`config.mk`:
```
export PLATFORM = sky130hd
export DESIGN_NAME = matrix_log_top
export DESIGN_NICKNAME = d
export VERILOG_FILES = /design/src/source/matrix_log_pkg.sv /design/src/source/log2_core.sv /design/src/source/core_arbiter.sv /design/src/source/matrix_log_channel.sv /design/src/source/matrix_log_top.sv
export VERILOG_INCLUDE_DIRS = /design/src /design/src/source
export SDC_FILE = /design/constraint.sdc
export NUM_CORES = 1
export LEC_CHECK = 0
export BUFFER_PORTS_ARGS = -buffer_cell sky130_fd_sc_hd__buf_2
export CAP_MARGIN = 20
export CORE_UTILIZATION = 30
export CTS_BUF_LIST = sky130_fd_sc_hd__clkbuf_16
export CTS_CLUSTER_DIAMETER = 60
export DETAILED_ROUTE_END_ITERATION = 16
export GPL_ROUTABILITY_DRIVEN = 0
export GPL_TIMING_DRIVEN = 0
export PLACE_DENSITY = 0.45
export SLEW_MARGIN = 20
export SYNTH_ARGS = -nofsm -noshare
export SYNTH_HDL_FRONTEND = slang
export SYNTH_SLANG_ARGS = --single-unit
export TNS_END_PERCENT = 5
```
`constraint.sdc`:
```
create_clock -name CLK -period 3.09 [get_ports CLK]
set_input_delay 0.1545 -clock CLK [delete_from_list [all_inputs] [get_ports CLK]]
set_output_delay 0.1545 -clock CLK [all_outputs]
set_load 0.03 [all_outputs]
```
`src/source/matrix_log_settings.svh`:
```
`ifndef MATRIX_LOG_SETTINGS_SVH
`define MATRIX_LOG_SETTINGS_SVH

// Element width, unsigned
`define MLOG_DATA_W 16

// Result is 5 integer bits over 8 fraction bits
`define MLOG_RES_W 13
`define MLOG_FRAC_W 8

// Row and column count width
`define MLOG_SIZE_W 8

// Output credits per channel after reset
`define MLOG_CREDITS 4

`endif

```
`src/source/matrix_log_pkg.sv`:
```
package matrix_log_pkg;

  ////////////////////////////////////////////////////////////////////////////
  // Channel FSM
  ////////////////////////////////////////////////////////////////////////////

  // Wait for start, take element, request core, wait result, send it out
  typedef enum logic [2:0] {
    IDLE  = 3'd0,
    INPUT = 3'd1,
    ISSUE = 3'd2,
    WAIT  = 3'd3,
    EMIT  = 3'd4
  } chan_state_t;

  ////////////////////////////////////////////////////////////////////////////
  // Shared core
  ////////////////////////////////////////////////////////////////////////////

  // Owner of an operand travelling through the log2 pipeline
  typedef enum logic {
    TAG_A = 1'b0,
    TAG_B = 1'b1
  } core_tag_t;

endpackage

```
`src/source/log2_core.sv`:
```
`timescale 1ns/1ps
`include "matrix_log_settings.svh"

module log2_core (
  input  logic                      CLK,
  input  logic                      RST,
  input  logic                      in_valid,
  input  logic [`MLOG_DATA_W-1:0]   in_data,
  input  matrix_log_pkg::core_tag_t in_tag,
  output logic                      out_valid,
  output logic [`MLOG_RES_W-1:0]    out_data,
  output matrix_log_pkg::core_tag_t out_tag
);
  import matrix_log_pkg::*;

  // Leading-one index width and integer part width of the result
  localparam int POS_W = $clog2(`MLOG_DATA_W);
  localparam int INT_W = `MLOG_RES_W - `MLOG_FRAC_W;

  // Stage one
  logic [POS_W-1:0]        lead_pos;
  logic                    s1_valid;
  logic [`MLOG_DATA_W-1:0] s1_data;
  logic [POS_W-1:0]        s1_pos;
  core_tag_t               s1_tag;

  // Stage two
  logic [POS_W-1:0]        shift_amt;
  logic [`MLOG_DATA_W-1:0] aligned;
  logic [`MLOG_FRAC_W-1:0] frac;

  // Priority search where the highest set bit wins
  // Zero input leaves position 0
  always_comb begin
    lead_pos = '0;
    for (int k = 0; k < `MLOG_DATA_W; k++) begin
      if (in_data[k]) begin
        lead_pos = POS_W'(k);
      end
    end
  end

  // Move the leading one to the MSB so the bits under it form the fraction
  // Short inputs get zeros shifted in on the right
  always_comb begin
    shift_amt = POS_W'(`MLOG_DATA_W - 1) - s1_pos;
    aligned   = s1_data << shift_amt;
    frac      = aligned[`MLOG_DATA_W-2 -: `MLOG_FRAC_W];
  end

  // Valid pipe
  always_ff @(posedge CLK or posedge RST) begin
    if (RST) begin
      s1_valid  <= 1'b0;
      out_valid <= 1'b0;
    end else begin
      s1_valid  <= in_valid;
      out_valid <= s1_valid;
    end
  end

  // Data pipe loads only on a live item
  always_ff @(posedge CLK) begin
    if (in_valid) begin
      s1_data <= in_data;
      s1_pos  <= lead_pos;
      s1_tag  <= in_tag;
    end
    if (s1_valid) begin
      out_data <= {INT_W'(s1_pos), frac};
      out_tag  <= s1_tag;
    end
  end

  // Result two cycles after the operand
  // Integer part is the leading-one position, zero maps to zero
  a_result : assert property (@(posedge CLK) disable iff (RST)
    in_valid |-> ##2 (out_valid &&
      (($past(in_data, 2) == '0) ? (out_data == '0) :
        (($past(in_data, 2) >> out_data[`MLOG_RES_W-1 -: INT_W]) == 1))));

endmodule

```
`src/source/core_arbiter.sv`:
```
`timescale 1ns/1ps
`include "matrix_log_settings.svh"

module core_arbiter (
  input  logic                      CLK,
  input  logic                      RST,
  input  logic                      req_a,
  input  logic                      req_b,
  input  logic [`MLOG_DATA_W-1:0]   req_data_a,
  input  logic [`MLOG_DATA_W-1:0]   req_data_b,
  output logic                      grant_a,
  output logic                      grant_b,
  output logic                      core_valid,
  output logic [`MLOG_DATA_W-1:0]   core_data,
  output matrix_log_pkg::core_tag_t core_tag,
  input  logic                      core_out_valid,
  input  logic [`MLOG_RES_W-1:0]    core_out_data,
  input  matrix_log_pkg::core_tag_t core_out_tag,
  output logic                      resp_valid_a,
  output logic                      resp_valid_b,
  output logic [`MLOG_RES_W-1:0]    resp_data
);
  import matrix_log_pkg::*;

  // Set when channel B held the core last
  logic last_b;

  // Lone request always wins
  // On a tie the channel that waited goes first
  assign grant_a = req_a && (!req_b || last_b);
  assign grant_b = req_b && (!req_a || !last_b);

  // Operand mux toward the core
  assign core_valid = grant_a || grant_b;
  assign core_data  = grant_b ? req_data_b : req_data_a;
  assign core_tag   = grant_b ? TAG_B : TAG_A;

  // Return path by tag with one data bus for both channels
  assign resp_valid_a = core_out_valid && (core_out_tag == TAG_A);
  assign resp_valid_b = core_out_valid && (core_out_tag == TAG_B);
  assign resp_data    = core_out_data;

  // Round-robin pointer
  always_ff @(posedge CLK or posedge RST) begin
    if (RST) begin
      last_b <= 1'b0;
    end else if (core_valid) begin
      last_b <= grant_b;
    end
  end

  // Each grant comes back to its own channel after the two core stages
  a_route_a : assert property (@(posedge CLK) disable iff (RST)
    grant_a |-> ##2 resp_valid_a);

  a_route_b : assert property (@(posedge CLK) disable iff (RST)
    grant_b |-> ##2 resp_valid_b);

endmodule

```
`src/source/matrix_log_channel.sv`:
```
`timescale 1ns/1ps
`include "matrix_log_settings.svh"

module matrix_log_channel (
  input  logic                    CLK,
  input  logic                    RST,
  input  logic                    start,
  output logic                    ready,
  input  logic [`MLOG_SIZE_W-1:0] size_i,
  input  logic [`MLOG_SIZE_W-1:0] size_j,
  input  logic [`MLOG_DATA_W-1:0] data_in,
  input  logic                    data_in_enable,
  output logic                    in_ready,
  output logic                    req,
  output logic [`MLOG_DATA_W-1:0] req_data,
  input  logic                    grant,
  input  logic                    resp_valid,
  input  logic [`MLOG_RES_W-1:0]  resp_data,
  output logic [`MLOG_RES_W-1:0]  data_out,
  output logic                    out_enable,
  output logic                    row_end,
  output logic                    matrix_end,
  input  logic                    credit_return
);
  import matrix_log_pkg::*;

  localparam int SIZE_W = `MLOG_SIZE_W;
  localparam int CRED_W = $clog2(`MLOG_CREDITS + 1);

  //////////////////////////////////////////////////////////////////////////
  // Signals
  //////////////////////////////////////////////////////////////////////////

  chan_state_t state;

  // Matrix walk
  logic [SIZE_W-1:0] idx_i;
  logic [SIZE_W-1:0] idx_j;
  logic [SIZE_W-1:0] size_i_q;
  logic [SIZE_W-1:0] size_j_q;
  logic              last_col;
  logic              last_row;

  // Element in flight
  logic [`MLOG_DATA_W-1:0] operand;
  logic [`MLOG_RES_W-1:0]  result;
  logic                    res_held;

  // Output credits
  logic [CRED_W-1:0] credits;

  //////////////////////////////////////////////////////////////////////////
  // Outputs
  //////////////////////////////////////////////////////////////////////////

  assign last_col = (idx_j == size_j_q - SIZE_W'(1));
  assign last_row = (idx_i == size_i_q - SIZE_W'(1));

  assign in_ready = (state == INPUT);
  assign req      = (state == ISSUE);
  assign req_data = operand;

  // One result per EMIT cycle with its position markers
  assign out_enable = (state == EMIT);
  assign data_out   = result;
  assign row_end    = out_enable && last_col;
  assign matrix_end = out_enable && last_col && last_row;
  assign ready      = matrix_end;

  //////////////////////////////////////////////////////////////////////////
  // Control
  //////////////////////////////////////////////////////////////////////////

  always_ff @(posedge CLK or posedge RST) begin
    if (RST) begin
      state    <= IDLE;
      idx_i    <= '0;
      idx_j    <= '0;
      res_held <= 1'b0;
    end else begin
      case (state)
        IDLE: begin
          if (start) begin
            idx_i <= '0;
            idx_j <= '0;
            state <= INPUT;
          end
        end
        INPUT: begin
          if (data_in_enable) begin
            state <= ISSUE;
          end
        end
        // Hold the request until the arbiter picks this channel
        ISSUE: begin
          if (grant) begin
            state <= WAIT;
          end
        end
        // Result parks here while no credit is left
        WAIT: begin
          if (resp_valid) begin
            res_held <= 1'b1;
          end
          if (res_held && (credits != '0)) begin
            res_held <= 1'b0;
            state    <= EMIT;
          end
        end
        // Row-major step, columns first
        EMIT: begin
          if (last_col && last_row) begin
            state <= IDLE;
          end else if (last_col) begin
            idx_i <= idx_i + SIZE_W'(1);
            idx_j <= '0;
            state <= INPUT;
          end else begin
            idx_j <= idx_j + SIZE_W'(1);
            state <= INPUT;
          end
        end
        default: begin
          state <= IDLE;
        end
      endcase
    end
  end

  // Dimensions, operand and result registers
  always_ff @(posedge CLK) begin
    if ((state == IDLE) && start) begin
      size_i_q <= size_i;
      size_j_q <= size_j;
    end
    if (in_ready && data_in_enable) begin
      operand <= data_in;
    end
    if ((state == WAIT) && resp_valid) begin
      result <= resp_data;
    end
  end

  //////////////////////////////////////////////////////////////////////////
  // Credits
  //////////////////////////////////////////////////////////////////////////

  // Spend and return in the same cycle cancel out
  always_ff @(posedge CLK or posedge RST) begin
    if (RST) begin
      credits <= CRED_W'(`MLOG_CREDITS);
    end else if (out_enable && !credit_return) begin
      credits <= credits - CRED_W'(1);
    end else if (credit_return && !out_enable) begin
      credits <= credits + CRED_W'(1);
    end
  end

  // Consumer may never hand back more than it was given
  a_credit_max : assert property (@(posedge CLK) disable iff (RST)
    credits <= CRED_W'(`MLOG_CREDITS));

  a_credit_emit : assert property (@(posedge CLK) disable iff (RST)
    out_enable |-> (credits != '0));

endmodule

```
`src/source/matrix_log_top.sv`:
```
`timescale 1ns/1ps
`include "matrix_log_settings.svh"

module matrix_log_top (
  input  logic                    CLK,
  input  logic                    RST,

  // Channel A
  input  logic                    start_a,
  output logic                    ready_a,
  input  logic [`MLOG_SIZE_W-1:0] size_i_a,
  input  logic [`MLOG_SIZE_W-1:0] size_j_a,
  input  logic [`MLOG_DATA_W-1:0] data_in_a,
  input  logic                    data_in_enable_a,
  output logic                    in_ready_a,
  output logic [`MLOG_RES_W-1:0]  data_out_a,
  output logic                    out_enable_a,
  output logic                    row_end_a,
  output logic                    matrix_end_a,
  input  logic                    credit_return_a,

  // Channel B
  input  logic                    start_b,
  output logic                    ready_b,
  input  logic [`MLOG_SIZE_W-1:0] size_i_b,
  input  logic [`MLOG_SIZE_W-1:0] size_j_b,
  input  logic [`MLOG_DATA_W-1:0] data_in_b,
  input  logic                    data_in_enable_b,
  output logic                    in_ready_b,
  output logic [`MLOG_RES_W-1:0]  data_out_b,
  output logic                    out_enable_b,
  output logic                    row_end_b,
  output logic                    matrix_end_b,
  input  logic                    credit_return_b
);
  import matrix_log_pkg::*;

  // Channel side of the arbiter
  logic                    req_a;
  logic                    req_b;
  logic [`MLOG_DATA_W-1:0] req_data_a;
  logic [`MLOG_DATA_W-1:0] req_data_b;
  logic                    grant_a;
  logic                    grant_b;
  logic                    resp_valid_a;
  logic                    resp_valid_b;
  logic [`MLOG_RES_W-1:0]  resp_data;

  // Core side of the arbiter
  logic                    core_valid;
  logic [`MLOG_DATA_W-1:0] core_data;
  core_tag_t               core_tag;
  logic                    core_out_valid;
  logic [`MLOG_RES_W-1:0]  core_out_data;
  core_tag_t               core_out_tag;

  matrix_log_channel channel_a (
    .CLK(CLK), .RST(RST),
    .start(start_a), .ready(ready_a),
    .size_i(size_i_a), .size_j(size_j_a),
    .data_in(data_in_a), .data_in_enable(data_in_enable_a), .in_ready(in_ready_a),
    .req(req_a), .req_data(req_data_a), .grant(grant_a),
    .resp_valid(resp_valid_a), .resp_data(resp_data),
    .data_out(data_out_a), .out_enable(out_enable_a),
    .row_end(row_end_a), .matrix_end(matrix_end_a),
    .credit_return(credit_return_a)
  );

  matrix_log_channel channel_b (
    .CLK(CLK), .RST(RST),
    .start(start_b), .ready(ready_b),
    .size_i(size_i_b), .size_j(size_j_b),
    .data_in(data_in_b), .data_in_enable(data_in_enable_b), .in_ready(in_ready_b),
    .req(req_b), .req_data(req_data_b), .grant(grant_b),
    .resp_valid(resp_valid_b), .resp_data(resp_data),
    .data_out(data_out_b), .out_enable(out_enable_b),
    .row_end(row_end_b), .matrix_end(matrix_end_b),
    .credit_return(credit_return_b)
  );

  // Single log2 pipeline shared by both channels
  core_arbiter arbiter (
    .CLK(CLK), .RST(RST),
    .req_a(req_a), .req_b(req_b),
    .req_data_a(req_data_a), .req_data_b(req_data_b),
    .grant_a(grant_a), .grant_b(grant_b),
    .core_valid(core_valid), .core_data(core_data), .core_tag(core_tag),
    .core_out_valid(core_out_valid), .core_out_data(core_out_data),
    .core_out_tag(core_out_tag),
    .resp_valid_a(resp_valid_a), .resp_valid_b(resp_valid_b),
    .resp_data(resp_data)
  );

  log2_core core (
    .CLK(CLK), .RST(RST),
    .in_valid(core_valid), .in_data(core_data), .in_tag(core_tag),
    .out_valid(core_out_valid), .out_data(core_out_data), .out_tag(core_out_tag)
  );

endmodule

```
==> Flow_metrics.wiki <==
{| class="wikitable"
! Metric !! Value
|-
| Area inside the core boundary || 26880 um^2
|-
| Internal power consumption || 5.337 mW
|-
| Sw power || 2.943 mW
|-
| Residual overflow from global routing || 0
|-
| Nets@finish || 992
|-
| Actual transition at the worst max-transition pin || 883.7 ps
|-
| Critical path arrival || 2890 ps
|-
| Clock skew after layout || 20.14 ps
|-
| Sinks on the clock net || 170
|-
| Initial core utilization || 30.54%
|-
| Die height || 167.4 um
|-
| Number of design rule violations left after detail routing || 0
|-
| Initial DRC count || 237
|-
| Worst-Skew Late Latency || 440 ps
|-
| Met3 routed wirelength || 515 um
|-
| Largest net degree at the start of global routing || 50
|-
| Top cells by area, synth || edfxtp_1 (44%), dfrtp_1 (14%), nand2_1 (3.4%), xnor2_1 (3.0%), o21ai_0 (2.5%)
|-
| Final HPWL from detailed placement || 12640 um
|-
| Unrepaired setup endpoints after global routing || yes
|-
| All-layer global routing usage || 13.59%
|-
| Combinational power share || 29.2%
|-
| Async set-or-reset flop fraction in the synthesized netlist || 28.82%
|-
| Final-report max-slew violation count || 0
|-
| DIE WIDTH || 167.4 um
|-
| Root Driver || clkbuf_16
|-
| Highest clock frequency the design can meet || 328.4 MHz
|-
| Vias in the first global route || 5821
|-
| Number of hold-slack violations in the final timing report || 0
|-
| Count of endpoints failing setup in the final report || 0
|-
| Clock power frac || 25.9%
|-
| Count of nets left with antenna violations after detail routing || 0
|-
| Clock buffer count from CTS || 17
|-
| Crit-path max FO || 3
|-
| Die outline area || 28030 um^2
|-
| Final setup TNS || 0 ps
|-
| Synthesized area per cell || 11.63 um^2
|-
| Number of warnings reported in the yosys synthesis log || 0
|-
| Number of placed cells counting well taps || 1155
|-
| Router iterations before antenna repair || 5
|-
| Number of fill cells || 2649
|-
| Highest metal layer with signal wires || met4
|-
| Yosys top cell area share || 44.26%
|-
| Required time at the worst-slack endpoint || 2940 ps
|-
| Netlist area before placement || 8209 um^2
|-
| CP Class || reg -> out
|-
| Overall Power || 8.280 mW
|-
| Overall routed net length || 18210 um
|-
| Status || finished, final reports clean
|-
| Cell variety after synth || 70
|-
| Sequential cell fraction of total power || 44.8%
|-
| Max transition margin || 41.09%
|-
| Prevailing post-synth register cell || edfxtp_1
|-
| Global-route wire length before repair || 29770 um
|-
| Count leader, synth || edfxtp_1
|-
| LEAKAGE || 4.229 nW
|-
| Number of buffers on the longest clock path || 2
|-
| Sequential-to-total area share from yosys stat || 59.23%
|-
| Share of the clock period used by the worst path || 98.56%
|-
| IO Count || 108
|-
| CTS tree || built
|-
| Fraction of power spent switching nets || 35.55%
|-
| Number of H-tree branching levels || 4
|-
| Startpoint type of the worst setup path || flop
|-
| Via count || 5862
|-
| Routed wl met2 || 8205 um
|-
| Row count || 60
|-
| Count of flip-flops with a built-in enable after synthesis || 121
|-
| Clock input transition at the sequential cells of the worst setup and hold paths || 80 ps
|-
| Detailed-routing wirelength on met1 || 9235 um
|-
| Sort of element at the end of the critical path || output port
|-
| Share of layout cells above drive strength 1 || 20.52%
|-
| Leading cell types by count after synthesis || edfxtp_1 (121), nand2_1 (74), dfrtp_1 (47)
|-
| Post-route worst hold slack || 160.9 ps
|-
| Antenna fix cells || 0
|-
| Hold Crit Class || in -> reg
|-
| Cell count after synthesis || 706
|-
| Peak supply drop || 366.7 uV
|-
| Final standard cell count with taps included and fillers excluded || 1262
|-
| Count of state elements after synthesis || 170
|-
| Synthesis-to-layout area growth || 28.78%
|-
| Count of buffers from port buffering || 105
|-
| Antenna violations before repair || 0
|-
| Pwr Density || 783.2 nW/um^2
|-
| Max-cap violations || 0
|-
| Via-per-instance ratio || 4.645
|-
| Routed len/inst || 14.43 um
|-
| Final critical path time including I/O delays and setup || 3045 ps
|-
| Library cell with the largest summed area after synthesis || edfxtp_1
|}
==> cells by family after synthesis <==
family	Yosys count	synth area share [%]
buf+inv	73	3.673
simple gates	241	15.42
compound gates	130	9.755
mux	32	4.847
flops	170	59.23
fa+ha+maj	12	2.012
xor+xnor	47	5.015
other cells	1	0.04568
==> worst max-delay path: stages, from the launching register on <==
cell and delay, ps:
edfxtp_1 410, or4_1 600, nor2_1 150, xnor2_1 80
or4_1 510, a21oi_4 190, nor2b_1 210, buf_4 130
buf_2 180
==> sequential cells by signal (all words and copies together), names as in the netlist, 4 cells and up <==
signal and count:
channel_a.req_data 16, channel_b.req_data 16, core.s1_data 15, channel_a.data_out 12, channel_b.data_out 12, core.out_data 12, channel_a.idx_i 8, channel_a.idx_j 8
channel_a.size_i_q 8, channel_a.size_j_q 8, channel_b.idx_i 8, channel_b.idx_j 8, channel_b.size_i_q 8, channel_b.size_j_q 8, core.s1_pos 4
==> worst paths after layout <==
| path | startpoint | end | slack, ps | depth (start not counted) |
|---|---|---|---|---|
| max | channel_a.size_i_q[0]$_DFFE_PP_ | ready_a | 40 | 8 |
| min | credit_return_a | channel_a.credits[0]$_DFFE_PP0P_ | 160 | 4 |
| max reg2reg | channel_a.size_i_q[0]$_DFFE_PP_ | channel_a.idx_j[5]$_DFFE_PP0P_ | 200 | 11 |
| min reg2reg | core.s1_tag$_DFFE_PP_ | core.out_tag$_DFFE_PP_ | 420 | 0 |
| max in group asynchronous | RST | channel_b.idx_j[0]$_DFFE_PP0P_ | 2270 | 3 |
| min in group asynchronous | RST | channel_b.idx_i[4]$_DFFE_PP0P_ | 370 | 3 |
==> power by group through the flow <==
| stage | registers [mW] | clock network [mW] | logic, mW |
|---|---|---|---|
| 6_report | 3.71 | 2.15 | 2.42 |
| 5_1_grt | 3.81 | 2.30 | 2.76 |
| 4_1_cts | 3.73 | 2.22 | 2.42 |
| 3_5_place_dp | 3.77 | 0 | 2.35 |
| 3_3_place_gp | 3.77 | 0 | 2.31 |
| 2_1_floorplan | 3.66 | 0 | 1.71 |
==> through the flow <==
stage | setup WS (ps) | cell area (um^2) | utilization, %
finish | 44.52 | 10570 | 39.33
CTS | 9.712 | 10480 | 38.99
detailed placement | 134.3 | 9208 | 34.26
floorplan | 278.6 | 8213 | -
global placement | -836.3 | 9165 | 34.10
global route | -96.47 | 10570 | 39.33
==> final cells by class <==
type | instances | area [um^2] | area share [%]
sequential | 170 | 4862 | 45.99
clock inverter | 15 | 163.9 | 1.550
tap | 341 | 426.7 | 4.036
multi-input combinational | 464 | 3113 | 29.45
clock buffer | 17 | 425.4 | 4.024
timing repair buffer | 182 | 1276 | 12.07
inverter | 45 | 171.4 | 1.621
buffer | 28 | 132.6 | 1.255
==> metal layers <==
metal	vias up	global-route usage, %
met5	-	0
met4	0	4.787
met3	15	2.623
met2	117	21.34
met1	2751	18.68
li1	2979	-
==> timing repair <==
| item | 4_1_cts | 5_1_grt |
|---|---|---|
| hold buffers | 66 | 0 |
| pin swaps | 1 | 3 |
| resized for setup | 1 | 8 |
| setup buffers | 2 | 7 |
| endpoints found under the setup margin | 3 | 26 |
| endpoints found under the hold margin | 112 | 0 |
==> layout by cell type, fill, tap and decap left out, drive strengths merged, types with 4 or more instances in the layout <==
cell type / count
mux2: 6
nand2: 74
nand2b: 13
xor2: 19
nor4: 7
a21oi: 37
dlygate4sd3: 66
clkbuf: 36
and4: 4
dfrtp: 47
o31a: 6
nand3: 20
edfxtp: 121
clkinv: 5
or4: 8
or3: 11
ha: 10
inv: 55
nand4: 14
mux2i: 21
nor2b: 8
and3: 5
xnor2: 28
and2: 5
o21ai: 45
buf: 125
o31ai: 7
nor2: 37
o211ai: 4
nor3: 25
a31oi: 5
mux4: 5
Power figures use the tool's default switching activity.
